<file path="config.mk">
export PLATFORM = sky130hd
export DESIGN_NAME = sampleCounter_flat
export DESIGN_NICKNAME = d
export VERILOG_FILES = /design/src/hw/countIf.sv /design/src/hw/sampleCounter.sv /design/src/flat_wrapper.sv
export VERILOG_INCLUDE_DIRS = /design/src /design/src/include
export SDC_FILE = /design/constraint.sdc
export NUM_CORES = 1
export LEC_CHECK = 0
export BUFFER_PORTS_ARGS = -buffer_cell sky130_fd_sc_hd__buf_4
export CAP_MARGIN = 20
export CORE_AREA = 2 2 39 41
export CTS_CLUSTER_SIZE = 40
export DETAILED_ROUTE_END_ITERATION = 16
export DIE_AREA = 0 0 41 43
export SLEW_MARGIN = 20
export SYNTH_ARGS = -nofsm -noshare
export SYNTH_HDL_FRONTEND = slang
export SYNTH_SLANG_ARGS = --single-unit
</file>
<file path="constraint.sdc">
create_clock -name clk -period 1.5 [get_ports clk]
set_input_delay 0.075 -clock clk [delete_from_list [all_inputs] [get_ports clk]]
set_output_delay 0.075 -clock clk [all_outputs]
set_load 0.03 [all_outputs]
</file>
<file path="src/include/net_config.svh">
`ifndef NET_CONFIG_SVH
`define NET_CONFIG_SVH

// One sample per neuron input in a frame
`define NET_INPUTS 15

// Activation, weight and accumulator width
`define NET_WIDTH 32

// Width of one neuron output
`define NET_RESULT_WIDTH 16

// Lowest sum bit kept so the output is sum[28:13]
`define NET_FRAC 13

// Neurons in the layer
`define NET_NODES 4

`endif

</file>
<file path="src/hw/countIf.sv">
`timescale 1ns/1ps
`include "net_config.svh"

interface countIf;
	localparam int CountWidth = $clog2(`NET_INPUTS);

	logic clear; // Count back to zero
	logic step; // Count up by one
	logic select; // Low for collect limit, high for settle limit
	logic [CountWidth-1:0] count;
	logic last; // Count sits at the selected limit

	modport ctrl
	(
		output clear,
		output step,
		output select,
		input count,
		input last
	);

	modport cnt
	(
		input clear,
		input step,
		input select,
		output count,
		output last
	);
endinterface

</file>
<file path="src/hw/sampleCounter.sv">
`timescale 1ns/1ps
`include "net_config.svh"

module sampleCounter
(
	input logic clk,
	input logic reset,
	countIf.cnt counter
);
	localparam int CountWidth = $clog2(`NET_INPUTS);

	// Index of the last sample in a frame
	localparam logic [CountWidth-1:0] CollectLimit = CountWidth'(`NET_INPUTS - 1);

	// Settle cycles before the neuron outputs are ready
	localparam logic [CountWidth-1:0] SettleLimit = CountWidth'(2);

	logic [CountWidth-1:0] countReg;
	logic [CountWidth-1:0] limit;

	always_ff @(posedge clk)
	begin
		if (reset || counter.clear)
		begin
			countReg <= '0;
		end
		else if (counter.step)
		begin
			countReg <= countReg + 1'b1;
		end
	end

	assign limit = counter.select ? SettleLimit : CollectLimit;

	assign counter.count = countReg;
	assign counter.last = (countReg == limit);

endmodule

</file>
<file path="src/flat_wrapper.sv">
// flat-port wrapper written by rule: the top's interface ports become plain ports
module sampleCounter_flat 
  (clk, reset, counter_clear, counter_step, counter_select, counter_count, counter_last);
  countIf counter_i ();
  input logic clk;
  input logic reset;
  input wire logic [$bits(counter_i.clear)-1:0] counter_clear;
  input wire logic [$bits(counter_i.step)-1:0] counter_step;
  input wire logic [$bits(counter_i.select)-1:0] counter_select;
  output wire logic [$bits(counter_i.count)-1:0] counter_count;
  output wire logic [$bits(counter_i.last)-1:0] counter_last;
  assign counter_i.clear = counter_clear;
  assign counter_i.step = counter_step;
  assign counter_i.select = counter_select;
  assign counter_count = counter_i.count;
  assign counter_last = counter_i.last;
  sampleCounter u_core (.clk(clk), .reset(reset), .counter(counter_i));
endmodule
</file>
# [Word-level counts from Yosys, hierarchy flattened]
# Cells that the tools add are included.
[word_totals] output_inout_bits=5 elab_cells=5 register_bits=4 in_bits=5
[op_classes] n_eq_ne=1 reduce_logical=1 add_sub_neg=1 n_mux=1
[ops] cell="adder 4 x 1 -> 4 bit, second input constant" n=1
[ops] cell="equality test 4 bit" n=1
[ops] cell="two-way mux 4 bit" n=1
[ops] cell="logical OR 1 bit" n=1

# [Depth between registers and ports, before layout]
[logic_depth] word_depth=2 depth_mapped=3 ltp_nobuf=3

# [Least setup slack after synthesis]
# OpenSTA, ideal clock, no wires.
[synth_timing] kind="register -> output" start="reg u_core.countReg[2], in the netlist u_core.counter.count[2]" end="out counter_last" required_time_ns=1.425 path_slack_ns=-0.115 n_path_buf=0 t_arrival_ns=1.540 path_stages_with_launch=3 cell_sequence="dfxtp_1 or3b_1 a21boi_0"
[synth_between] elab_chain_cells=1
[synth_rtl] element="start: declaration" line_no="sampleCounter.sv:18" source="logic [CountWidth-1:0] countReg;"
[synth_rtl] element="start signal: assignment" line_no="sampleCounter.sv:29" source="countReg <= countReg + 1'b1;"
[synth_rtl] element="equality test 4 bit" line_no="sampleCounter.sv:36" source="assign counter.last = (countReg == limit);"
[synth_rtl] element="end: declaration" line_no="flat_wrapper.sv:11" source="output wire logic [$bits(counter_i.last)-1:0] counter_last;"
# No other way between the ends.

# [Worst setup path after layout]
# Ends and elaborated chain as after synthesis.

==> load_flow_metrics.sql <==
INSERT INTO impl_metrics (metric_group, metric, value, unit) VALUES
('status', 'status', 'complete, no violations', ''),
('pwr', 'design_power_total', '0.285', 'mW'),
('detailed_routing', 'detailedRoute.firstPassIterationCount', '3', ''),
('synthesis', 'synthCells', '21', ''),
('critical_path', 'cp.buffers_inverters', '1', ''),
('floorplan', 'floorplan.die.height', '43', 'um'),
('detailed_routing', 'detail_route.drc_violations', '0', ''),
('floorplan', 'area_of_the_core', '1380', 'um^2'),
('hold_path', 'worstHoldPathType', 'in2reg', ''),
('synthesis', 'yosysSeqAreaShare', '37.2', '%'),
('layout', 'layout_common_cells', 'buf_4 (9), dfxtp_1 (4), clkbuf_4 (3)', ''),
('synthesis', 'synth-simple-area-share', '23.8', '%'),
('detailed_routing', 'totalWireLength', '480', 'um'),
('timing', 'hold-worst-slack', '0.0417', 'ns'),
('critical_path', 'critical_path.startpoint_type', 'register', ''),
('floorplan', 'initial_utilization', '15.6', '%'),
('synthesis', 'postSynthAreaPerCell', '10.2', 'um^2'),
('critical_path', 'critical_path.cell_chain', 'or3b_1 > a21boi_1 > buf_4', ''),
('synthesis', 'synth_seq_cells', '4', ''),
('detailed_routing', 'wl_per_cell', '9.80', 'um'),
('cts', 'cts_setup_buffers', '0', ''),
('critical_path', 'critPathTopFamily', 'simple AND/OR/NAND/NOR gates', ''),
('run', 'drv.max_cap_violation_count', '0', ''),
('layout', 'layout-drive-gt1-share', '42.4', '%'),
('timing', 'layout_worst_path_cycle_share', '89.7', '%'),
('timing', 'setup-tns-final', '0', 'ns'),
('global_routing', 'grt_max_degree', '7', ''),
('pwr', 'power.ir.vdd_worst', '0.216', 'mV'),
('cts', 'cts.sink_count', '4', ''),
('layout', 'final_common_cell', 'buf_4', ''),
('global_routing', 'global_route_wire_length_before_repair', '821', 'um'),
('timing', 'rsz0062_at_grt', 'no', ''),
('critical_path', 'crit_arrival', '1.27', 'ns'),
('detailed_routing', 'viasPerCell', '4.29', ''),
('timing', 'finalClockSkew', '0.00499', 'ns'),
('floorplan', 'fp-row-count', '14', ''),
('detailed_routing', 'num_vias', '210', ''),
('cts', 'max-clock-path-buffers', '2', ''),
('detailed_routing', 'drt-initial-drc-count', '2', ''),
('timing', 'max_clock_freq', '743', 'MHz'),
('timing', 'maxSlewViolCount', '0', ''),
('layout', 'largest_register_ffs', '4', ''),
('global_routing', 'grt_pass1_vias', '198', ''),
('synthesis', 'synthesis.area', '215', 'um^2'),
('global_routing', 'track_usage', '7.63', '%'),
('layout', 'area.growth.synth_to_final', '51.2', '%'),
('global_routing', 'groute.layer.met2.usage', '8.13', '%'),
('global_routing', 'top_usage_layer', 'met1', ''),
('floorplan', 'floorplan.die_area', '1760', 'um^2'),
('placed_design', 'gp_congestion', '0.695', ''),
('timing', 'post-route-min-period', '1.35', 'ns'),
('placed_design', 'io_buffer_count', '9', ''),
('synthesis', 'post_synthesis_share_of_cell_area_spent_on_full_adders_half_adders_and_majority_gates', '11.6', '%'),
('placed_design', 'dp_cells', '46', ''),
('synthesis', 'ys_types', '15', ''),
('global_routing', 'groute.layer.met3.usage', '4.71', '%'),
('critical_path', 'path_max_fanout', '6', ''),
('critical_path', 'crit_path_top_delay_cell', 'or3b_1', ''),
('cts', 'cts_made_buffers', '3', ''),
('cts', 'cts_tree', 'yes', ''),
('timing', 'relSlewSlack', '80.9', '%'),
('synthesis', 'synth.yosys.warnings', '0', ''),
('cts', 'cts.root.buffer_cell', 'clkbuf_4', ''),
('placed_design', 'dp_hpwl', '338', 'um'),
('critical_path', 'worst-endpoint-required', '1.42', 'ns'),
('floorplan', 'width_of_the_chip', '41', 'um'),
('timing', 'timing.final.hold_violations', '0', ''),
('global_routing', 'met1_usage', '10.3', '%'),
('global_routing', 'grt_antenna_before_repair', '0', ''),
('global_routing', 'grt_remaining_overflow', '0', ''),
('pwr', 'leakagePower', '0.138', 'nW');
==> worst reg2reg max path, delay by kind of cell (launching register included) <==
kind	cells	cell delay, ns
adder cells (fa/ha/maj)	1	0.29
flip-flops	1	0.42
AO/OA/AOI/OAI	1	0.36
buffers and inverters	1	0.07
==> per-layer routing <==
| metal | up-vias | share of wire [%] | wire, um |
|---|---|---|---|
| met5 | - | 0 | 0 |
| met4 | 0 | 0 | 0 |
| met3 | 0 | 11 | 55 |
| met2 | 12 | 37 | 177 |
| met1 | 92 | 51 | 246 |
| li1 | 106 | - | - |
==> report_power, final <==
part,switching (mW),total [mW],internal [mW]
Combinational,0.0181,0.0353,0.0172
Clock,0.0466,0.136,0.0897
Sequential,0.00365,0.113,0.109
==> metrics by stage <==
| stage | instance area, um^2 | setup slack [ns] |
|---|---|---|
| finish | 325 | 0.154 |
| global route | 325 | 0.0797 |
| CTS | 325 | 0.138 |
| detailed placement | 303 | 0.276 |
| global placement | 303 | 0.293 |
| floorplan | 215 | 0.104 |
==> cell usage after synthesis, drive strengths merged <==
cell / count / area share (%)
dfxtp: 4 / 37
ha: 2 / 12
nand3b: 2 / 7.0
nor3: 2 / 4.7
a2111oi: 1 / 4.7
a211oi: 1 / 3.5
a21bo: 1 / 4.7
a21boi: 1 / 3.5
inv: 1 / 1.7
mux2: 1 / 5.2
nand4: 1 / 2.9
nor2: 1 / 1.7
nor3b: 1 / 3.5
or3b: 1 / 4.1
xnor2: 1 / 4.1
==> logic make-up (layout without fill, tap and decap cells) <==
family	count (synthesis)	after routing
fa+ha+maj	2	2
flops	4	4
xor+xnor	1	1
simple gates	8	8
buf+inv	1	13
compound gates	4	4
mux	1	1
==> path summary, 6_finish.rpt <==
check                     startpoint  slack, ns  cells past startpoint                       to
max          u_core.counter.count[2]       0.15                      3             counter_last
min                            reset       0.04                      2  u_core.counter.count[0]
max reg2reg  u_core.counter.count[0]       0.26                      3  u_core.counter.count[1]
min reg2reg  u_core.counter.count[1]       0.54                      2  u_core.counter.count[1]
==> final cells by class <==
class	count	area (um^2)
clock buffers	3	22.5
inverters	1	3.75
repair buffers	9	67.6
flip-flops and latches	4	80.1
well taps	16	20.0
fillers	160	1060
multi-input cells	16	131
(Power assumes the default switching activity.)
