[src/include/net_config.svh]
`ifndef NET_CONFIG_SVH
`define NET_CONFIG_SVH

// One sample per neuron input in a frame
`define NET_INPUTS 15

// Activation, weight and accumulator width
`define NET_WIDTH 32

// Width of one neuron output
`define NET_RESULT_WIDTH 16

// Lowest sum bit kept so the output is sum[28:13]
`define NET_FRAC 13

// Neurons in the layer
`define NET_NODES 4

`endif

[src/hw/countIf.sv]
`timescale 1ns/1ps
`include "net_config.svh"

interface countIf;
	localparam int CountWidth = $clog2(`NET_INPUTS);

	logic clear; // Count back to zero
	logic step; // Count up by one
	logic select; // Low for collect limit, high for settle limit
	logic [CountWidth-1:0] count;
	logic last; // Count sits at the selected limit

	modport ctrl
	(
		output clear,
		output step,
		output select,
		input count,
		input last
	);

	modport cnt
	(
		input clear,
		input step,
		input select,
		output count,
		output last
	);
endinterface

[src/hw/layerControl.sv]
`timescale 1ns/1ps

module layerControl
(
	input logic clk,
	input logic reset,
	input logic sampleValid,
	countIf.ctrl counter,
	output logic shift,
	output logic busy,
	output logic resultValid
);
	typedef enum logic [1:0]
	{
		COLLECT,
		SETTLE,
		REPORT
	} state_t;

	state_t state;

	logic accept;

	// Samples are only taken while collecting
	assign accept = (state == COLLECT) && sampleValid;
	assign shift = accept;

	// Counter runs over samples, then over the pipeline cycles
	assign counter.step = accept || (state == SETTLE);
	assign counter.clear = (accept && counter.last) || (state == REPORT);
	assign counter.select = (state != COLLECT);

	always_ff @(posedge clk)
	begin
		if (reset)
		begin
			state <= COLLECT;
			busy <= 1'b0;
			resultValid <= 1'b0;
		end
		else
		begin
			case (state)
				COLLECT:
				begin
					if (accept && counter.last) // Fifteenth sample
					begin
						state <= SETTLE;
						busy <= 1'b1;
					end
				end
				SETTLE:
				begin
					if (counter.last)
					begin
						state <= REPORT;
						resultValid <= 1'b1;
					end
				end
				REPORT:
				begin
					state <= COLLECT;
					busy <= 1'b0;
					resultValid <= 1'b0; // Single cycle pulse
				end
				default:
				begin
					state <= COLLECT;
					busy <= 1'b0;
					resultValid <= 1'b0;
				end
			endcase
		end
	end

endmodule

[src/flat_wrapper.sv]
// flat-port wrapper written by rule: the top's interface ports become plain ports
module layerControl_flat 
  (clk, reset, sampleValid, shift, busy, resultValid, counter_clear, counter_step, counter_select, counter_count, counter_last);
  countIf counter_i ();
  input logic clk;
  input logic reset;
  input logic sampleValid;
  output logic shift;
  output logic busy;
  output logic resultValid;
  output wire logic [$bits(counter_i.clear)-1:0] counter_clear;
  output wire logic [$bits(counter_i.step)-1:0] counter_step;
  output wire logic [$bits(counter_i.select)-1:0] counter_select;
  input wire logic [$bits(counter_i.count)-1:0] counter_count;
  input wire logic [$bits(counter_i.last)-1:0] counter_last;
  assign counter_clear = counter_i.clear;
  assign counter_step = counter_i.step;
  assign counter_select = counter_i.select;
  assign counter_i.count = counter_count;
  assign counter_i.last = counter_last;
  layerControl u_core (.clk(clk), .reset(reset), .sampleValid(sampleValid), .counter(counter_i), .shift(shift), .busy(busy), .resultValid(resultValid));
endmodule
[config.mk]
export PLATFORM = sky130hd
export DESIGN_NAME = layerControl_flat
export DESIGN_NICKNAME = d
export VERILOG_FILES = /design/src/hw/countIf.sv /design/src/hw/layerControl.sv /design/src/flat_wrapper.sv
export VERILOG_INCLUDE_DIRS = /design/src /design/src/include
export SDC_FILE = /design/constraint.sdc
export NUM_CORES = 1
export LEC_CHECK = 0
export ABC_AREA = 1
export BUFFER_PORTS_ARGS = -buffer_cell sky130_fd_sc_hd__buf_2
export CAP_MARGIN = 20
export CORE_AREA = 3 3 40 42
export DETAILED_ROUTE_END_ITERATION = 8
export DIE_AREA = 0 0 43 45
export MAX_ROUTING_LAYER = met4
export SYNTH_ARGS = -nofsm -noshare
export SYNTH_HDL_FRONTEND = slang
export SYNTH_SLANG_ARGS = --single-unit
[constraint.sdc]
create_clock -name clk -period 0.83 [get_ports clk]
set_clock_uncertainty 0.05 [all_clocks]
set_input_delay 0.1245 -clock clk [delete_from_list [all_inputs] [get_ports clk]]
set_output_delay 0.1245 -clock clk [all_outputs]
set_load 0.005 [all_outputs]
### Word level (Yosys, flattened, before mapping)

Cells that the tools add are included.
Widths: inputs -> output; s select.

| word-level totals | value |
|---|---|
| bits of input ports | 8 |
| register bits after elaboration | 4 |
| logic and storage cells | 25 |
| output and inout port bits | 6 |

| operators by class | value |
|---|---|
| reduce and logical (&&, ||, !) cells | 9 |
| bitwise gates (word level) | 2 |
| equality and inequality tests | 4 |
| mux-type cells | 7 |

Operator list:

| operator | count |
|---|---|
| $reduce_and 2->1 | 3 |
| $mux 2 | 2 |
| $ne 2x2->1 const B | 2 |
| $pmux 1 s2 | 2 |
| $pmux 2 s2 | 1 |
| $eq 2x1->1 const B | 1 |
| $eq 2x2->1 const B | 1 |
| $logic_and 1x1->1 | 2 |
| $logic_not 2->1 | 1 |
| $logic_or 1x1->1 | 2 |
| $mux 1 | 2 |
| $not 1->1 | 2 |
| $reduce_bool 2->1 | 1 |

### Logic depth before layout (Yosys ltp)

| depth | value |
|---|---|
| depth after elaboration | 5 |
| depth in mapped cells | 4 |
| depth with buffers taken out | 4 |

### Least setup slack after synthesis

OpenSTA, ideal clock, no wires.

| timing | value |
|---|---|
| path type | reg-to-output |
| start point | reg u_core.state[0] |
| end point | out shift |
| path buffers | 0 |
| cell stages (with the launch flop) | 4 |
| arrival time | 0.616 ns |
| path slack | 0.040 ns |
| data required time | 0.655 ns |
| cell sequence | dfxtp_1 -> nor2_2 -> inv_1 -> nor2_1 |

| on the way | value |
|---|---|
| longest elaborated chain between the ends | 2 |

Ends and longest elaborated chain:

| element | RTL line | RTL |
|---|---|---|
| start: declaration | layerControl.sv:20 | `state_t state;` |
| start signal: assignment | layerControl.sv:37 | `state <= COLLECT;` |
| start signal: assignment | layerControl.sv:48 | `state <= SETTLE;` |
| start signal: assignment | layerControl.sv:56 | `state <= REPORT;` |
| $logic_not 2->1 | layerControl.sv:25 | `assign accept = (state == COLLECT) && sampleValid;` |
| $logic_and 1x1->1 | layerControl.sv:25 |  |
| end: declaration | flat_wrapper.sv:8 | `output logic shift;` |

Every way passes these cells.

### Final worst setup path

| timing | value |
|---|---|
| start point | reg u_core.state[0] |
| end point | out counter_clear |

| on the way | value |
|---|---|
| longest elaborated chain between the ends | 4 |
| elaborated cells on any way between the ends | 5 |
| those cells by class | 1 x eq/ne; 4 x reduce/logical |

Ends and longest elaborated chain:

| element | RTL line | RTL |
|---|---|---|
| $logic_not 2->1 | layerControl.sv:25 |  |
| $logic_and 1x1->1 | layerControl.sv:25 |  |
| $logic_and 1x1->1 | layerControl.sv:30 | `assign counter.clear = (accept && counter.last) \|\| (state == REPORT);` |
| $logic_or 1x1->1 (*) | layerControl.sv:30 |  |
| end: declaration | flat_wrapper.sv:11 | `output wire logic [$bits(counter_i.clear)-1:0] counter_clear;` |

Mark *: on every way between the ends. The rest lies on a longest branch, timed or not.

==> results.toml <==
[global_route]
grt_antenna_before_repair = 0
grt_overflow = 0
grt_pass1_vias = 223
grt_max_degree = 5
grt_pass1_wl_um = 876
grt_usage_pct = 6.60

[floorplanning]
core_um2 = 1280
fp.dieH_um = 45
dieArea_um2 = 1940
start_util_pct = 13.9
design.portCount = 14
num_rows = 13
die_width_um = 43

[logic_synthesis]
synth-xor-area-share_pct = 0
synthAdderAreaFrac_pct = 0
synth_common_cells = "inv_1 (6), nand2_1 (5), dfxtp_1 (4)"
syn_avg_cell_area_um2 = 6.88
synth_compound_area_share_pct = 10.5
synth_edf_count = 0
synth.most_common_cell = "inv_1"
synth_nets = 34
synth_top_flop_cell = "dfxtp_1"
yosys.area.top_type = "dfxtp_1"
yosysWarnings = 0
ys_ff_latch = 4
synthTopCellsByArea = "dfxtp_1 (45%), inv_1 (13%), nand2_1 (10%)"
synth_mux_area_share_pct = 0
synth_top_family_by_area = "simple AND/OR/NAND/NOR gates"
synth-simple-area-share_pct = 30.1
ys_seq_area_share_pct = 44.8
synth_cell_type_count = 11
synth_top_area_share_pct = 44.8
synth_cells = 26
synth_area_um2 = 179
synth_async_sr_flop_share_pct = 0

[routing]
vias = 194
dr.pass1.iters = 1
totalWireLength_um = 441
drc = 0
drt_iter0_markers = 0
ant_nets = 0
avgRoutedWirePerCell_um = 8.02
vias_per_cell = 3.53

[worst_setup_path]
r2r_slack_ps = -50
crit_type = "reg2out"
crit_fanout = 4
timing.rr.end = "u_core.busy"
crit_path_end = "counter_clear"
timing.critical_path.from = "u_core.state[0]"
reg2reg_depth = 4
crit_path_top_delay_cell = "dfxtp_4"
crit_chain = "nor2_4, nand3_2, o21ai_2, buf_2"
worst-path-buf-inv = 1
worstPathRequired_ps = 660
arrival_ps = 970
timing.rr.start = "u_core.state[0]"
cpPeakStageDelay_ps = 350
cp-end-kind = "primary output"
startpoint_type = "flop"
crit_cells = 4
crit_family = "flip-flops"

[layout]
drive_above_1_share_pct = 65.0
design_area_um2 = 319
nNetsFinal = 50
syn2layout_area_growth_pct = 78.3
antenna_cells = 0

[place]
routabilityCongestion = 0.719
port_buffers = 9
dp_hpwl_um = 318
place_area_um2 = 243

[sta]
fmax_ghz = 0.878
min_period_ps = 1140
finalCritPeriodShare_pct = 137
setup_tns_ps = -1140
setup_slack_ps = -310
tightest_slew_ps = 107
relSlewSlack_pct = 92.9
hold_viol = 0
drv_slew = 0
grt_setup_unrepaired = "yes"
setup_viol = 6
hold_slack_ps = 115

[cts]
clk_pin_slew_ps = 40
worstSkewPairLatency_ps = 230
cts_tree = "yes"
cts_root_buffer = "clkbuf_4"
cts-buffers-inserted = 3
cts_sinks = 4
cts-hold-fix-buffers = 0
cts-htree-levels = 1
clk_path_buf_depth = 2

[run]
timing.max_cap.violations = 0

[pwr]
total_power_mw = 0.544
p_leak_nw = 0.164
powerDensity_nw_per_um2 = 1710
irDropWorstVdd_v = 0.000767

[worst_hold_path]
hp-class = "in2reg"

[outcome]
outcome = "finished, violations left"
violations = "setup timing"
-- what timing repair did --
item                                    4_1_cts  5_1_grt
buffers inserted                              1        1
endpoints found under the setup margin        6        9
gates resized for setup                       5        9
pin swaps                                     1        2
-- worst reg2reg max path: stages, from the launching register on --
cell and delay [ps]:
dfxtp_4 350, nor2_4 130, buf_4 110, nand4_1 90
nand2_1 80
-- sequential cells by signal, summed over array words and instances (netlist names) --
| signal | flops |
|---|---|
| u_core.state | 2 |
| u_core.busy | 1 |
| u_core.resultValid | 1 |
-- final cells by class --
cell class	instances	area (um2)
multi-input combinational	15	95.1
fill	141	966
tap	15	18.8
clock buffer	3	22.5
sequential	4	90.1
timing repair buffer	11	66.3
inverter	7	26.3
-- metal layers --
layer / track usage, % / up-vias / wire length, um
li1: - / 107 / -
met1: 6.99 / 78 / 214
met2: 8.38 / 9 / 173
met3: 5.58 / 0 / 53
met4: 3.61 / 0 / 0
met5: - / - / 0
-- placed cells by master, fill, tap and decap left out --
cell type,netlist,final
nand3_2,0,1
buf_4,0,2
dfxtp_4,0,2
inv_2,1,2
nand2_1,5,5
o21ai_2,0,1
dfxtp_2,0,2
nor2_4,0,2
inv_1,6,5
nand4_1,1,1
a21oi_2,1,2
buf_6,0,1
clkbuf_4,0,3
nor2_1,3,3
buf_2,0,8
-- kinds of logic (layout without fill, tap and decap cells) --
logic type             Yosys count  in the layout
and+or+nand+nor                 12             12
DFF                              4              4
buffers and inverters            7             21
AOI/OAI and AO/OA                3              3
-- stage by stage --
step / setup slack (ps) / instances / util (%)
after CTS: -327 / 54 / 22.1
after detailed placement: -93.4 / 50 / 18.9
final: -310 / 55 / 24.8
after floorplan: 39.6 / 26 / -
after global routing: -382 / 55 / 24.8
after global placement: -86.5 / 50 / 18.9
-- power breakdown --
| group | total [mW] | internal (mW) | leakage, nW | switching [mW] |
|---|---|---|---|---|
| logic | 0.0962 | 0.0508 | 0.115 | 0.0453 |
| clock network | 0.236 | 0.161 | 0.0138 | 0.0746 |
| registers | 0.212 | 0.202 | 0.0350 | 0.0101 |
| total | 0.544 | 0.414 | 0.164 | 0.130 |
-- worst min-delay path by stage --
stage	startpoint	endpoint	slack, ps	cells past startpoint
2_1_floorplan	reset	u_core.resultValid	220	3
3_3_place_gp	reset	u_core.resultValid	350	4
3_5_place_dp	reset	u_core.resultValid	350	4
4_1_cts	reset	u_core.state[1]	100	4
5_1_grt	reset	u_core.state[1]	130	4
6_report	reset	u_core.state[1]	120	4
Power figures use the tool's default switching activity.
