==> src/include/net_config.svh <==
`ifndef NET_CONFIG_SVH
`define NET_CONFIG_SVH

// One sample per neuron input in a frame
`define NET_INPUTS 15

// Activation, weight and accumulator width
`define NET_WIDTH 32

// Width of one neuron output
`define NET_RESULT_WIDTH 16

// Lowest sum bit kept so the output is sum[28:13]
`define NET_FRAC 13

// Neurons in the layer
`define NET_NODES 4

`endif

==> src/hw/netPkg.sv <==
`include "net_config.svh"

package netPkg;

	// One serial sample
	typedef logic [`NET_WIDTH-1:0] activation_t;

	// One neuron output
	typedef logic [`NET_RESULT_WIDTH-1:0] result_t;

	// Entry 0 holds the newest sample
	typedef activation_t frame_t [`NET_INPUTS];

	// Two's complement weight or bias
	typedef logic signed [`NET_WIDTH-1:0] weight_t;

	// Weights 0 to 14, then the bias at index 15
	typedef weight_t weightRow_t [`NET_INPUTS + 1];

	typedef weightRow_t weightTable_t [`NET_NODES];

	localparam weightTable_t weightTable = '{
		// Node 0
		'{
			1877, 1855, -2403, 4608, -5283, 3113, -5626, -5488,
			101, 5067, 4349, 2311, 5929, 17, 2461,
			1252
		},
		// Node 1
		'{
			-3341, 2207, 4518, -1196, 587, -4702, 3390, 1024,
			-2875, 5531, -640, 2988, -5107, 4163, -733,
			-845
		},
		// Node 2 with mostly negative weights
		'{
			-4471, -5936, 3302, -2219, -1688, 4027, -5395, -812,
			2650, -3754, -4999, 1433, -2086, -5712, 3879,
			2033
		},
		// Node 3
		'{
			5804, -1509, 2741, 3976, -4318, -95, 1260, -3617,
			4892, 688, -2524, -5260, 3105, 2197, -4480,
			-3190
		}
	};

endpackage

==> src/hw/sampleBuffer.sv <==
`timescale 1ns/1ps
`include "net_config.svh"

module sampleBuffer
(
	input logic clk,
	input logic reset,
	input logic shift,
	input netPkg::activation_t sample,
	output netPkg::frame_t frame
);
	netPkg::frame_t entries;

	// Oldest sample of a full frame ends up in the top entry
	always_ff @(posedge clk)
	begin
		if (reset)
		begin
			for (int i = 0; i < `NET_INPUTS; i++)
			begin
				entries[i] <= '0;
			end
		end
		else if (shift)
		begin
			for (int i = `NET_INPUTS - 1; i > 0; i--)
			begin
				entries[i] <= entries[i - 1];
			end
			entries[0] <= sample; // Newest sample
		end
	end

	always_comb
	begin
		for (int i = 0; i < `NET_INPUTS; i++)
		begin
			frame[i] = entries[i];
		end
	end

endmodule

==> config.mk <==
export PLATFORM = sky130hd
export DESIGN_NAME = sampleBuffer
export DESIGN_NICKNAME = d
export VERILOG_FILES = /design/src/hw/netPkg.sv /design/src/hw/sampleBuffer.sv
export VERILOG_INCLUDE_DIRS = /design/src /design/src/include
export SDC_FILE = /design/constraint.sdc
export NUM_CORES = 1
export LEC_CHECK = 0
export BUFFER_PORTS_ARGS = -buffer_cell sky130_fd_sc_hd__buf_2
export CAP_MARGIN = 20
export CELL_PAD_IN_SITES_DETAIL_PLACEMENT = 1
export CELL_PAD_IN_SITES_GLOBAL_PLACEMENT = 1
export CORE_ASPECT_RATIO = 1.4
export CORE_MARGIN = 4
export CORE_UTILIZATION = 40
export CTS_CLUSTER_DIAMETER = 60
export DETAILED_ROUTE_END_ITERATION = 8
export GPL_ROUTABILITY_DRIVEN = 0
export PLACE_DENSITY = 0.82
export SYNTH_ARGS = -nofsm -noshare
export SYNTH_HDL_FRONTEND = slang
export SYNTH_SLANG_ARGS = --single-unit
==> constraint.sdc <==
create_clock -name clk -period 14.2 [get_ports clk]
set_input_delay 0 -clock clk [delete_from_list [all_inputs] [get_ports clk]]
set_output_delay 0 -clock clk [all_outputs]
set_load 0.005 [all_outputs]
; ---- Word-level counts from Yosys, hierarchy flattened
; Memories as Yosys holds them, arrays and structs flattened.
; Index checks and enable logic that the tools add are counted.
[word_totals]
ff_bits = 0
latch_bits = 0
ram_bits = 480
mem_bits_ro = 0
out_inout_bits = 480
elab_cells = 36
memories = 1
[memory_table]
columns = memory, words, width, rd, rd_ports_with_merged_regs, write_ports, line
row1 = entries, 15, 32, 15, 0, 15, sampleBuffer.sv:12  ; netPkg::frame_t entries;
[op_classes]
add_sub_neg = 0
mul = 0
div_mod_pow = 0
n_lt_le_gt_ge = 0
eq_ne = 0
shifts = 0
n_mux = 20
n_bitwise = 15
reduce_logical = 0
[op_table]
columns = operator, n
row1 = 32-bit two-way mux, 15
row2 = 1-bit OR, 15
row3 = 1-bit two-way mux, 5

; ---- Logic depth before layout (Yosys ltp)
; Gate-level depths: netlist of run 1.
[depth]
word_depth = 4
ltp_mapped = 4
mapped_depth_nobuf = 1

; ---- Worst setup path after synthesis of run 1
; Ideal clock, no wire load.
[synth_path]
path_type = input port to flip-flop
startpoint = input port reset
endpoint = memory entries[0][0] in the netlist's numbering, enable pin
setup_time_ps = 882
t_arrival_ps = 10743
required_time_ps = 13318
setup_slack_ps = 2575
stages = 4
cell_sequence = buf_4 -> buf_6 -> buf_6 -> or2_1
[synth_rtl]
columns = element, line
row1 = "start, declared", sampleBuffer.sv:7  ; input logic reset,
row2 = "end, declared", sampleBuffer.sv:12

==> results of run 1 <==
final cells by class:
cell class                      instances  area share [%]
Multi-Input combinational cell        481            17.6
Timing Repair Buffer                  559            12.8
Clock inverter                         28           0.899
Tap cell                              624            3.26
Clock buffer                           57            5.25
Sequential cell                       480            60.2
cells in the final DEF (no fill, tap or decap):
| cell type | n |
|---|---|
| buf_4 | 10 |
| buf_12 | 1 |
| inv_8 | 2 |
| bufinv_16 | 2 |
| edfxtp_1 | 480 |
| buf_8 | 2 |
| inv_6 | 1 |
| dlygate4sd3_1 | 32 |
| buf_2 | 512 |
| or2_4 | 1 |
| clkinv_1 | 8 |
| clkbuf_16 | 49 |
| and3b_1 | 480 |
| clkinvlp_4 | 3 |
| clkbuf_1 | 8 |
| clkinv_8 | 1 |
| clkinv_2 | 11 |
| buf_16 | 2 |
Yosys cell counts:
cell      number  share of area (%)
buf_4          3               0.12
clkbuf_1      29               0.57
buf_6         10               0.59
edfxtp_1     480                 75
or2_1          1              0.033
buf_2         64                1.7
and3b_1      480                 22
final timing paths:
check | from | end | slack [ps] | depth (start not counted)
worst max register to register | entries[3][21]$_SDFFCE_PN0P_ | entries[3][53]$_SDFFCE_PN0P_ | 13200 | 1
worst min register to register | entries[3][58]$_SDFFCE_PN0P_ | entries[4][26]$_SDFFCE_PN0P_ | 580 | 1
worst min-delay path | shift | entries[0][18]$_SDFFCE_PN0P_ | 40 | 2
worst max-delay path | reset | entries[1][60]$_SDFFCE_PN0P_ | 11760 | 4
worst max-delay path, delay by kind of cell:
family	cells	cell delay, ps
buffers and inverters	3	1930
AND/OR/NAND/NOR	1	490
per-stage QoR:
stage / std cells / hold WS, ps
6_report: 2229 / 43.3
5_1_grt: 2229 / 46.4
4_1_cts: 2227 / 16.9
3_5_place_dp: 2110 / 317
3_3_place_gp: 2110 / 312
2_1_floorplan: 1067 / 233
power breakdown:
group	switching (mW)	leakage [nW]	internal, mW
registers	0.0512	5.31	1.66
clock network	0.531	0.721	0.671
logic	0.135	6.17	0.101
cells by family after synthesis:
| logic type | Yosys count | synth area share (%) |
|---|---|---|
| simple gates | 481 | 21.9 |
| flops | 480 | 75.1 |
| buf+inv | 106 | 2.94 |
metal layers:
metal  GRT usage [%]  vias to the layer above
li1                -                     5139
met1            21.8                     5596
met4            5.28                        0
met3            8.36                       69
met5               0                        -
met2            33.8                      493
==> results by group, run 1 <==
Clock network
  – CTS root buffer: clkbuf_16
  – TritonCTS clock tree: yes
  – Worst skew pair latency: 550 ps
  – Post-cts sizing count: 0
  – Hold-fix buffers, CTS: 32
  – CTS Sinks: 480
  – Number of CTS-inserted buffers: 47
  – H-tree depth: 2
  – Clock transition at the registers of the reported paths: 70 ps
  – Post-CTS setup buffers: 0
  – Clk buf depth: 3

Synthesis
  – Yosys cell types: 7
  – Post-synthesis register bit count: 480
  – Syn Inst Count: 1,067
  – Mapped Area: 0.0192 sq mm
  – Yosys Warn Count: 0
  – Sequential share of the synthesized area: 75.1%
  – Syn Nets: 1,102
  – Avg Inst Size Synth: 18.0 sq um

Routing
  – DRT Pass-1 Iters: 5
  – Met2 routed WL: 26,400 um
  – Final WL: 53,100 um
  – Uppermost routed layer: met4
  – Final ANT Viol Nets: 0
  – Met3 wire length: 6170 um
  – Starting DRC count in detailed routing: 657
  – M1 WL: 19,300 um
  – Vias after detailed routing: 11,297
  – Drc violations: 0
  – Via density: 5.07
  – Routed wire per std cell: 23.8 um

Worst setup path
  – Max stage delay cell, worst path: buf_4
  – Required time worst endpoint: 14,370 ps
  – Max stage delay on crit path: 860 ps
  – Crit path DAT: 2600 ps
  – Critical path peak fanout: 203
  – Startpoint Class: input pin
  – Cell chain of the critical path: buf_8, or2_4, buf_12, buf_4
  – CP Class: in2reg
  – Crit end category: register

Timing
  – RSZ-0062 raised after global routing: no
  – Fin crit period: 2440 ps
  – Worst-margin pin slew: 1230 ps
  – Setup Skew: 15.3 ps
  – Final period util: 17.2%
  – FMAX: 0.411 GHz
  – Fin. Hold Viols: 0
  – Crit path setup slack, layout: 11,760 ps
  – Rel. slew slack: 18.1%
  – Slew Limit Fails: 0
  – Setup violators final: 0
  – Final TNS setup: 0 ps

Floorplan
  – Die Area: 0.0516 sq mm
  – Core area: 0.0473 sq mm
  – Initial Util: 40.6%
  – Rows: 94
  – Chip Width: 193 um
  – Die Height: 267 um
  – # IOs: 515

Final layout
  – Largest Register: entries
  – Final design utilization: 50.6%
  – Filler cells: 4,649
  – Synth-to-layout area growth: 24.8%
  – Largest registers: entries x480
  – Final nets: 1,604
  – Antenna diodes: 0
  – Max reg flops: 480
  – Finished Cell Area: 0.0239 sq mm
  – Register area: 0.0144 sq mm
  – Layout cell share with drive strength beyond 1: 37.2%
  – Multi-input logic area: 0.00421 sq mm

Global routing
  – Largest net degree at the start of global routing: 204
  – Initial antenna violation count: 0
  – Vias in the first global route: 11,952
  – GRT overflow: 0
  – Gr usage total: 19.4%
  – First-pass GRT wire length: 76,300 um

Placed design
  – Hpwl dp: 35,000 um
  – DP Area: 0.0221 sq mm
  – Setup WS pre-CTS: 10,980 ps
  – I/O Buffers: 514

Power and ir drop
  – Worst VDD drop: 116 uV
  – Tot Pwr: 3.15 mW
  – PwrDens: 131 mW/mm^2
  – P_leak: 12.2 nW

Run
  – Max_cap viols: 0

Run status
  – Status: complete, no violations

Hold path
  – Hold WC Path Type: in2reg
Note: power is estimated with default switching activity, not from simulation.
==> run 2: changes to the inputs <==
--- a/config.mk
+++ b/config.mk
@@ -6,17 +6,18 @@
 export SDC_FILE = /design/constraint.sdc
 export NUM_CORES = 1
 export LEC_CHECK = 0
+export ABC_AREA = 1
 export BUFFER_PORTS_ARGS = -buffer_cell sky130_fd_sc_hd__buf_2
 export CAP_MARGIN = 20
 export CELL_PAD_IN_SITES_DETAIL_PLACEMENT = 1
 export CELL_PAD_IN_SITES_GLOBAL_PLACEMENT = 1
 export CORE_ASPECT_RATIO = 1.4
 export CORE_MARGIN = 4
-export CORE_UTILIZATION = 40
+export CORE_UTILIZATION = 37
 export CTS_CLUSTER_DIAMETER = 60
 export DETAILED_ROUTE_END_ITERATION = 8
 export GPL_ROUTABILITY_DRIVEN = 0
-export PLACE_DENSITY = 0.82
+export PLACE_DENSITY = 0.84
 export SYNTH_ARGS = -nofsm -noshare
 export SYNTH_HDL_FRONTEND = slang
 export SYNTH_SLANG_ARGS = --single-unit
==> constraint.sdc (replaced) <==
create_clock -name clk -period 2.2 [get_ports clk]
set_input_delay 0 -clock clk [delete_from_list [all_inputs] [get_ports clk]]
set_output_delay 0 -clock clk [all_outputs]
set_load 0.005 [all_outputs]
==> results by group, run 2 <==
Final layout
  – Commonest cells after routing, fill and taps aside: buf_2, inv_1, nor2_1, edfxtp_1, clkbuf_16
  – Largest registers: entries x480
  – Antenna diodes: 0
  – Largest Register: entries
  – Most common cell after layout, fill and taps aside: buf_2
  – Final nets: 2,103
  – Layout cell share with drive strength beyond 1: 29.0%
  – Max reg flops: 480
  – Filler cells: 5,321
  – Synth-to-layout area growth: 28.0%

Routing
  – DRT Pass-1 Iters: 5
  – Final WL: 56,300 um
  – Vias after detailed routing: 12,268
  – Via density: 4.48
  – Starting DRC count in detailed routing: 754
  – Drc violations: 0
  – Final ANT Viol Nets: 0
  – Routed wire per std cell: 20.5 um

Synthesis
  – Synth Flop Type: edfxtp_1
  – Yosys Warn Count: 0
  – Avg Inst Size Synth: 12.3 sq um
  – Mapped Area: 0.0184 sq mm
  – Post-synthesis register bit count: 480
  – Yosys cell types: 10
  – Synth cell count leaders: edfxtp_1, inv_1, nor2_1
  – Syn Nets: 1,531
  – Post-synth top area cell: edfxtp_1
  – Syn Inst Count: 1,496
  – Yosys top cell area share: 78.1%
  – Ys async rst share: 0%
  – Largest cells by area after synthesis: edfxtp_1, inv_1, nor2_1
  – Sequential share of the synthesized area: 78.1%
  – EDFF count, synth: 480

Worst setup path
  – Bufs and invs on worst path: 1
  – Crit end category: output pin
  – Startpoint Class: register
  – CP Class: reg2out
  – Required time worst endpoint: 2200 ps
  – Max stage delay on crit path: 490 ps
  – Critical path peak fanout: 2
  – Crit path DAT: 1260 ps
  – Max stage delay cell, worst path: edfxtp_1
  – CP delay by family, top: flip-flops
  – Cell chain of the critical path: buf_2

Clock network
  – Clock transition at the registers of the reported paths: 60 ps
  – Post-cts sizing count: 0
  – Number of CTS-inserted buffers: 47
  – H-tree depth: 2
  – Worst skew pair latency: 580 ps
  – Post-CTS setup buffers: 0
  – Clk buf depth: 3
  – TritonCTS clock tree: yes
  – CTS Sinks: 480
  – CTS root buffer: clkbuf_16

Global routing
  – M3 GR Usage: 8.56%
  – Met1 usage: 22.5%
  – GRT overflow: 0
  – Initial antenna violation count: 0
  – Largest net degree at the start of global routing: 109
  – Gr usage total: 20.5%
  – Most used routing layer: met2
  – First-pass GRT wire length: 83,500 um
  – Vias in the first global route: 13,594
  – Met2 Resource Use GR: 35.1%

Timing
  – Final period util: 57.2%
  – Final TNS setup: 0 ps
  – Setup Skew: 15.6 ps
  – Setup violators final: 0
  – RSZ-0062 raised after global routing: no
  – Crit path setup slack, layout: 943 ps
  – Fin crit period: 1260 ps
  – Rel. slew slack: 59.4%
  – Fin. Hold Viols: 0
  – FMAX: 0.795 GHz
  – Worst-margin pin slew: 609 ps
  – Slew Limit Fails: 0

Floorplan
  – Rows: 96
  – Initial Util: 37.5%
  – Core area: 0.0491 sq mm
  – # IOs: 515
  – Die Area: 0.0535 sq mm
  – Chip Width: 197 um
  – Die Height: 272 um

Run
  – Max_cap viols: 0

Power and ir drop
  – P_leak: 10.9 nW
  – PwrDens: 871 mW/mm^2
  – Worst VDD drop: 787 uV

Run status
  – Status: complete, no violations

Placed design
  – I/O Buffers: 514
  – Setup WS pre-CTS: 752 ps
  – Hpwl dp: 39,300 um

Hold path
  – Hold WC Path Type: in2reg
[run 2: changes by cell type after synthesis, moves of 2 or more]
cell | before | now
buf_6 | 10 | 20
inv_1 | 0 | 480
and3b_1 | 480 | 0
buf_2 | 64 | 30
buf_4 | 3 | 1
nor2_1 | 0 | 480
clkbuf_1 | 29 | 0
buf_8 | 0 | 2
[run 2: stage by stage]
stage | std cells | cell area, sq um | util, % | hold WS [ps] | power [mW]
global placement | 2624 | 21800 | 44.4 | 291 | 12.7
finish | 2741 | 23600 | 48.1 | 62.4 | 20.6
global route | 2741 | 23600 | 48.1 | 60.9 | 21.4
detailed placement | 2624 | 21800 | 44.4 | 309 | 12.8
floorplan | 1496 | 18400 | - | 208 | 11.8
CTS | 2741 | 23600 | 48.1 | 19.2 | 20.7
[run 2: cell type report]
class / instances / area [sq um] / area share, %
flip-flops and latches: 480 / 14400 / 61.0
well taps: 637 / 797 / 3.37
repair buffers: 576 / 3310 / 14.0
clock buffers: 59 / 1220 / 5.17
inverters: 481 / 1810 / 7.65
clock inverters: 26 / 251 / 1.06
multi-input cells: 482 / 1820 / 7.71
[run 2: path summary, 6_finish.rpt]
kind / slack (ps) / cells after the start / from / end
worst max-delay path: 940 / 1 / entries[2][11]$_SDFFCE_PN0P_ / frame[331]
worst min register to register: 570 / 2 / entries[3][43]$_SDFFCE_PN0P_ / entries[4][11]$_SDFFCE_PN0P_
worst min-delay path: 60 / 3 / shift / entries[0][13]$_SDFFCE_PN0P_
worst max register to register: 1280 / 2 / entries[2][26]$_SDFFCE_PN0P_ / entries[2][58]$_SDFFCE_PN0P_
[run 2: kinds of logic after synthesis]
group	after synthesis	share of synthesized area, %
buffers and inverters	534	12.0
DFF	480	78.1
and+or+nand+nor	482	9.82
[run 2: routing by layer]
metal	vias up	wire length [um]
met5	-	0
met4	0	2400
met3	110	6520
met2	591	27600
met1	5926	19800
li1	5641	-
[run 2: where the power goes]
group	internal (mW)	total, mW	leakage, nW	switching [mW]
sequential	10.7	11.1	5.32	0.373
clock	4.43	7.91	0.704	3.47
combinational	0.607	1.60	4.88	0.998
total	15.7	20.6	10.9	4.85
[run 2: timing repair]
action	4_1_cts	5_1_grt
endpoints found under the hold margin	32	0
hold buffers	32	0
endpoints found under the setup margin	0	0
==> run 3: changes to the inputs <==
==> constraint.sdc (replaced) <==
create_clock -name clk -period 1 [get_ports clk]
set_input_delay 0 -clock clk [delete_from_list [all_inputs] [get_ports clk]]
set_output_delay 0 -clock clk [all_outputs]
set_load 0.005 [all_outputs]
==> results by group, run 3 (same netlist as run 2, synthesis figures left out) <==
Final layout
  – Commonest cells after routing, fill and taps aside: edfxtp_1, nor2_1, inv_1, buf_2, buf_4
  – Synth-to-layout area growth: 47.4%
  – Most common cell after layout, fill and taps aside: edfxtp_1
  – Layout cell share with drive strength beyond 1: 40.9%
  – Finished Cell Area: 0.0272 sq mm
  – Largest Register: entries
  – Max reg flops: 480
  – Largest registers: entries x480
  – Antenna diodes: 0
  – Final nets: 2,514

Floorplan
  – Die Height: 272 um
  – Rows: 96
  – # IOs: 515
  – Chip Width: 197 um
  – Core area: 0.0491 sq mm
  – Initial Util: 37.5%
  – Die Area: 0.0535 sq mm

Clock network
  – Clk buf depth: 3
  – TritonCTS clock tree: yes
  – Clock transition at the registers of the reported paths: 70 ps
  – Number of CTS-inserted buffers: 46
  – CTS root buffer: clkbuf_16
  – CTS Sinks: 480
  – H-tree depth: 2
  – Worst skew pair latency: 580 ps

Power and ir drop
  – Tot Pwr: 48.4 mW
  – NetSw: 12.2 mW
  – Sequential share of power: 50.7%
  – Worst VDD drop: 1860 uV
  – Internal power: 36.2 mW
  – Clk pwr share: 37.6%
  – Switching Fraction: 25.2%
  – PwrDens: 1780 mW/mm^2
  – P_leak: 13.1 nW
  – Logic gate share of total power: 11.8%

Worst setup path
  – Reg2reg setup slack: -200 ps
  – Max stage delay on crit path: 530 ps
  – CP Class: reg2out
  – Crit path DAT: 1290 ps
  – R2R Path End: entries[3][15]$_SDFFCE_PN0P_
  – CP delay by family, top: flip-flops
  – Worst R2R Path Depth: 4
  – R2r startpoint: entries[2][47]$_SDFFCE_PN0P_
  – Required time worst endpoint: 1000 ps
  – Bufs and invs on worst path: 1
  – Cell chain of the critical path: buf_2
  – Max stage delay cell, worst path: edfxtp_1
  – Startpoint Class: register
  – Crit end category: output pin
  – Critical path peak fanout: 2

Placed design
  – Setup WS pre-CTS: -107 ps
  – DP Area: 0.0224 sq mm
  – Hpwl dp: 42,200 um
  – I/O Buffers: 514

Timing
  – Fin. Hold Viols: 0
  – Worst-margin pin slew: 353 ps
  – Rel. slew slack: 76.4%
  – FMAX: 0.772 GHz
  – Fin crit period: 1290 ps
  – Final period util: 129%
  – Setup violators final: 574
  – Crit path setup slack, layout: -295 ps
  – Final TNS setup: -75,330 ps
  – Slew Limit Fails: 0
  – Fin Hold WS: 70.3 ps
  – Setup Skew: 25.0 ps
  – RSZ-0062 raised after global routing: yes

Routing
  – Final WL: 79,400 um
  – Final ANT Viol Nets: 0
  – DRT Pass-1 Iters: 5
  – Via density: 4.81
  – Starting DRC count in detailed routing: 1,417
  – Vias after detailed routing: 15,149
  – Drc violations: 0
  – Routed wire per std cell: 25.2 um

Hold path
  – Hold WC Path Type: in2reg
  – Hold path depth: 4
  – Min-delay src: shift
  – Hold endpoint: entries[3][38]$_SDFFCE_PN0P_

Global routing
  – Gr usage total: 23.9%
  – Initial antenna violation count: 1
  – Largest net degree at the start of global routing: 55
  – Vias in the first global route: 15,183
  – GRT overflow: 0
  – First-pass GRT wire length: 96,500 um

Run
  – Max_cap viols: 0

Run status
  – Failing checks: negative setup slack
  – Status: complete, but fails checks
run 3: cell types whose count changed in the layout (fill, tap and decap cells not counted), moves of 3 or more:
| cell | before | now |
|---|---|---|
| buf_12 | 15 | 24 |
| buf_2 | 514 | 462 |
| buf_4 | 15 | 412 |
| buf_6 | 0 | 57 |
| clkbuf_1 | 12 | 9 |
| clkinv_2 | 3 | 8 |
| clkinvlp_4 | 4 | 1 |
| inv_1 | 480 | 475 |
| inv_2 | 1 | 4 |
| inv_6 | 3 | 0 |
| nor2_1 | 480 | 477 |
| nor2_2 | 0 | 3 |
run 3: through the flow:
step	std cells	utilization, %
after floorplan	1496	-
after global placement	2683	45.6
after detailed placement	2683	45.6
after CTS	2969	52.1
after global routing	3150	55.3
final	3150	55.3
run 3: worst reg2reg max path, delay by kind of cell (launching register included):
family        cells  cell delay, ps
buf+inv           3             400
simple gates      1             100
flops             1             450
run 3: power by group through the flow:
stage | clock [mW] | sequential [mW] | combinational, mW
6_report | 18.2 | 24.5 | 5.69
5_1_grt | 19.2 | 24.6 | 6.00
4_1_cts | 17.8 | 24.3 | 4.48
3_5_place_dp | 0 | 24.8 | 3.65
3_3_place_gp | 0 | 24.6 | 3.43
2_1_floorplan | 0 | 24.7 | 1.21
run 3: repair_timing:
item | CTS | global route
hold buffers | 33 | 0
setup endpoints to repair | 480 | 488
gates resized for setup | 24 | 54
hold endpoints to repair | 35 | 0
setup buffers | 178 | 185
run 3: routing by layer:
layer  track usage, %  vias up  share of wire [%]
li1                 -     6455                  -
met1             25.8     7478                 34
met2             42.5     1005                 51
met3             8.27      211                 10
met4             10.4        0                5.1
met5                0        -                  0
run 3: cell type report:
type,instances,area [sq um]
timing repair buffer,988,6860
clock buffer,58,1260
sequential,480,14400
clock inverter,24,216
multi-input combinational,482,1830
inverter,481,1810
tap,637,797
fill,5177,21900
run 3: worst max path at each step:
| stage | startpoint | end | slack (ps) | cells past startpoint |
|---|---|---|---|---|
| 6_report | entries[0][26]$_SDFFCE_PN0P_ | frame[474] | -290 | 1 |
| 5_1_grt | entries[0][26]$_SDFFCE_PN0P_ | frame[474] | -330 | 1 |
| 4_1_cts | entries[4][27]$_SDFFCE_PN0P_ | frame[219] | -290 | 1 |
| 3_5_place_dp | shift | entries[7][13]$_SDFFCE_PN0P_ | -110 | 4 |
| 3_3_place_gp | shift | entries[7][8]$_SDFFCE_PN0P_ | -80 | 4 |
| 2_1_floorplan | shift | entries[0][0]$_SDFFCE_PN0P_ | -2920 | 1 |
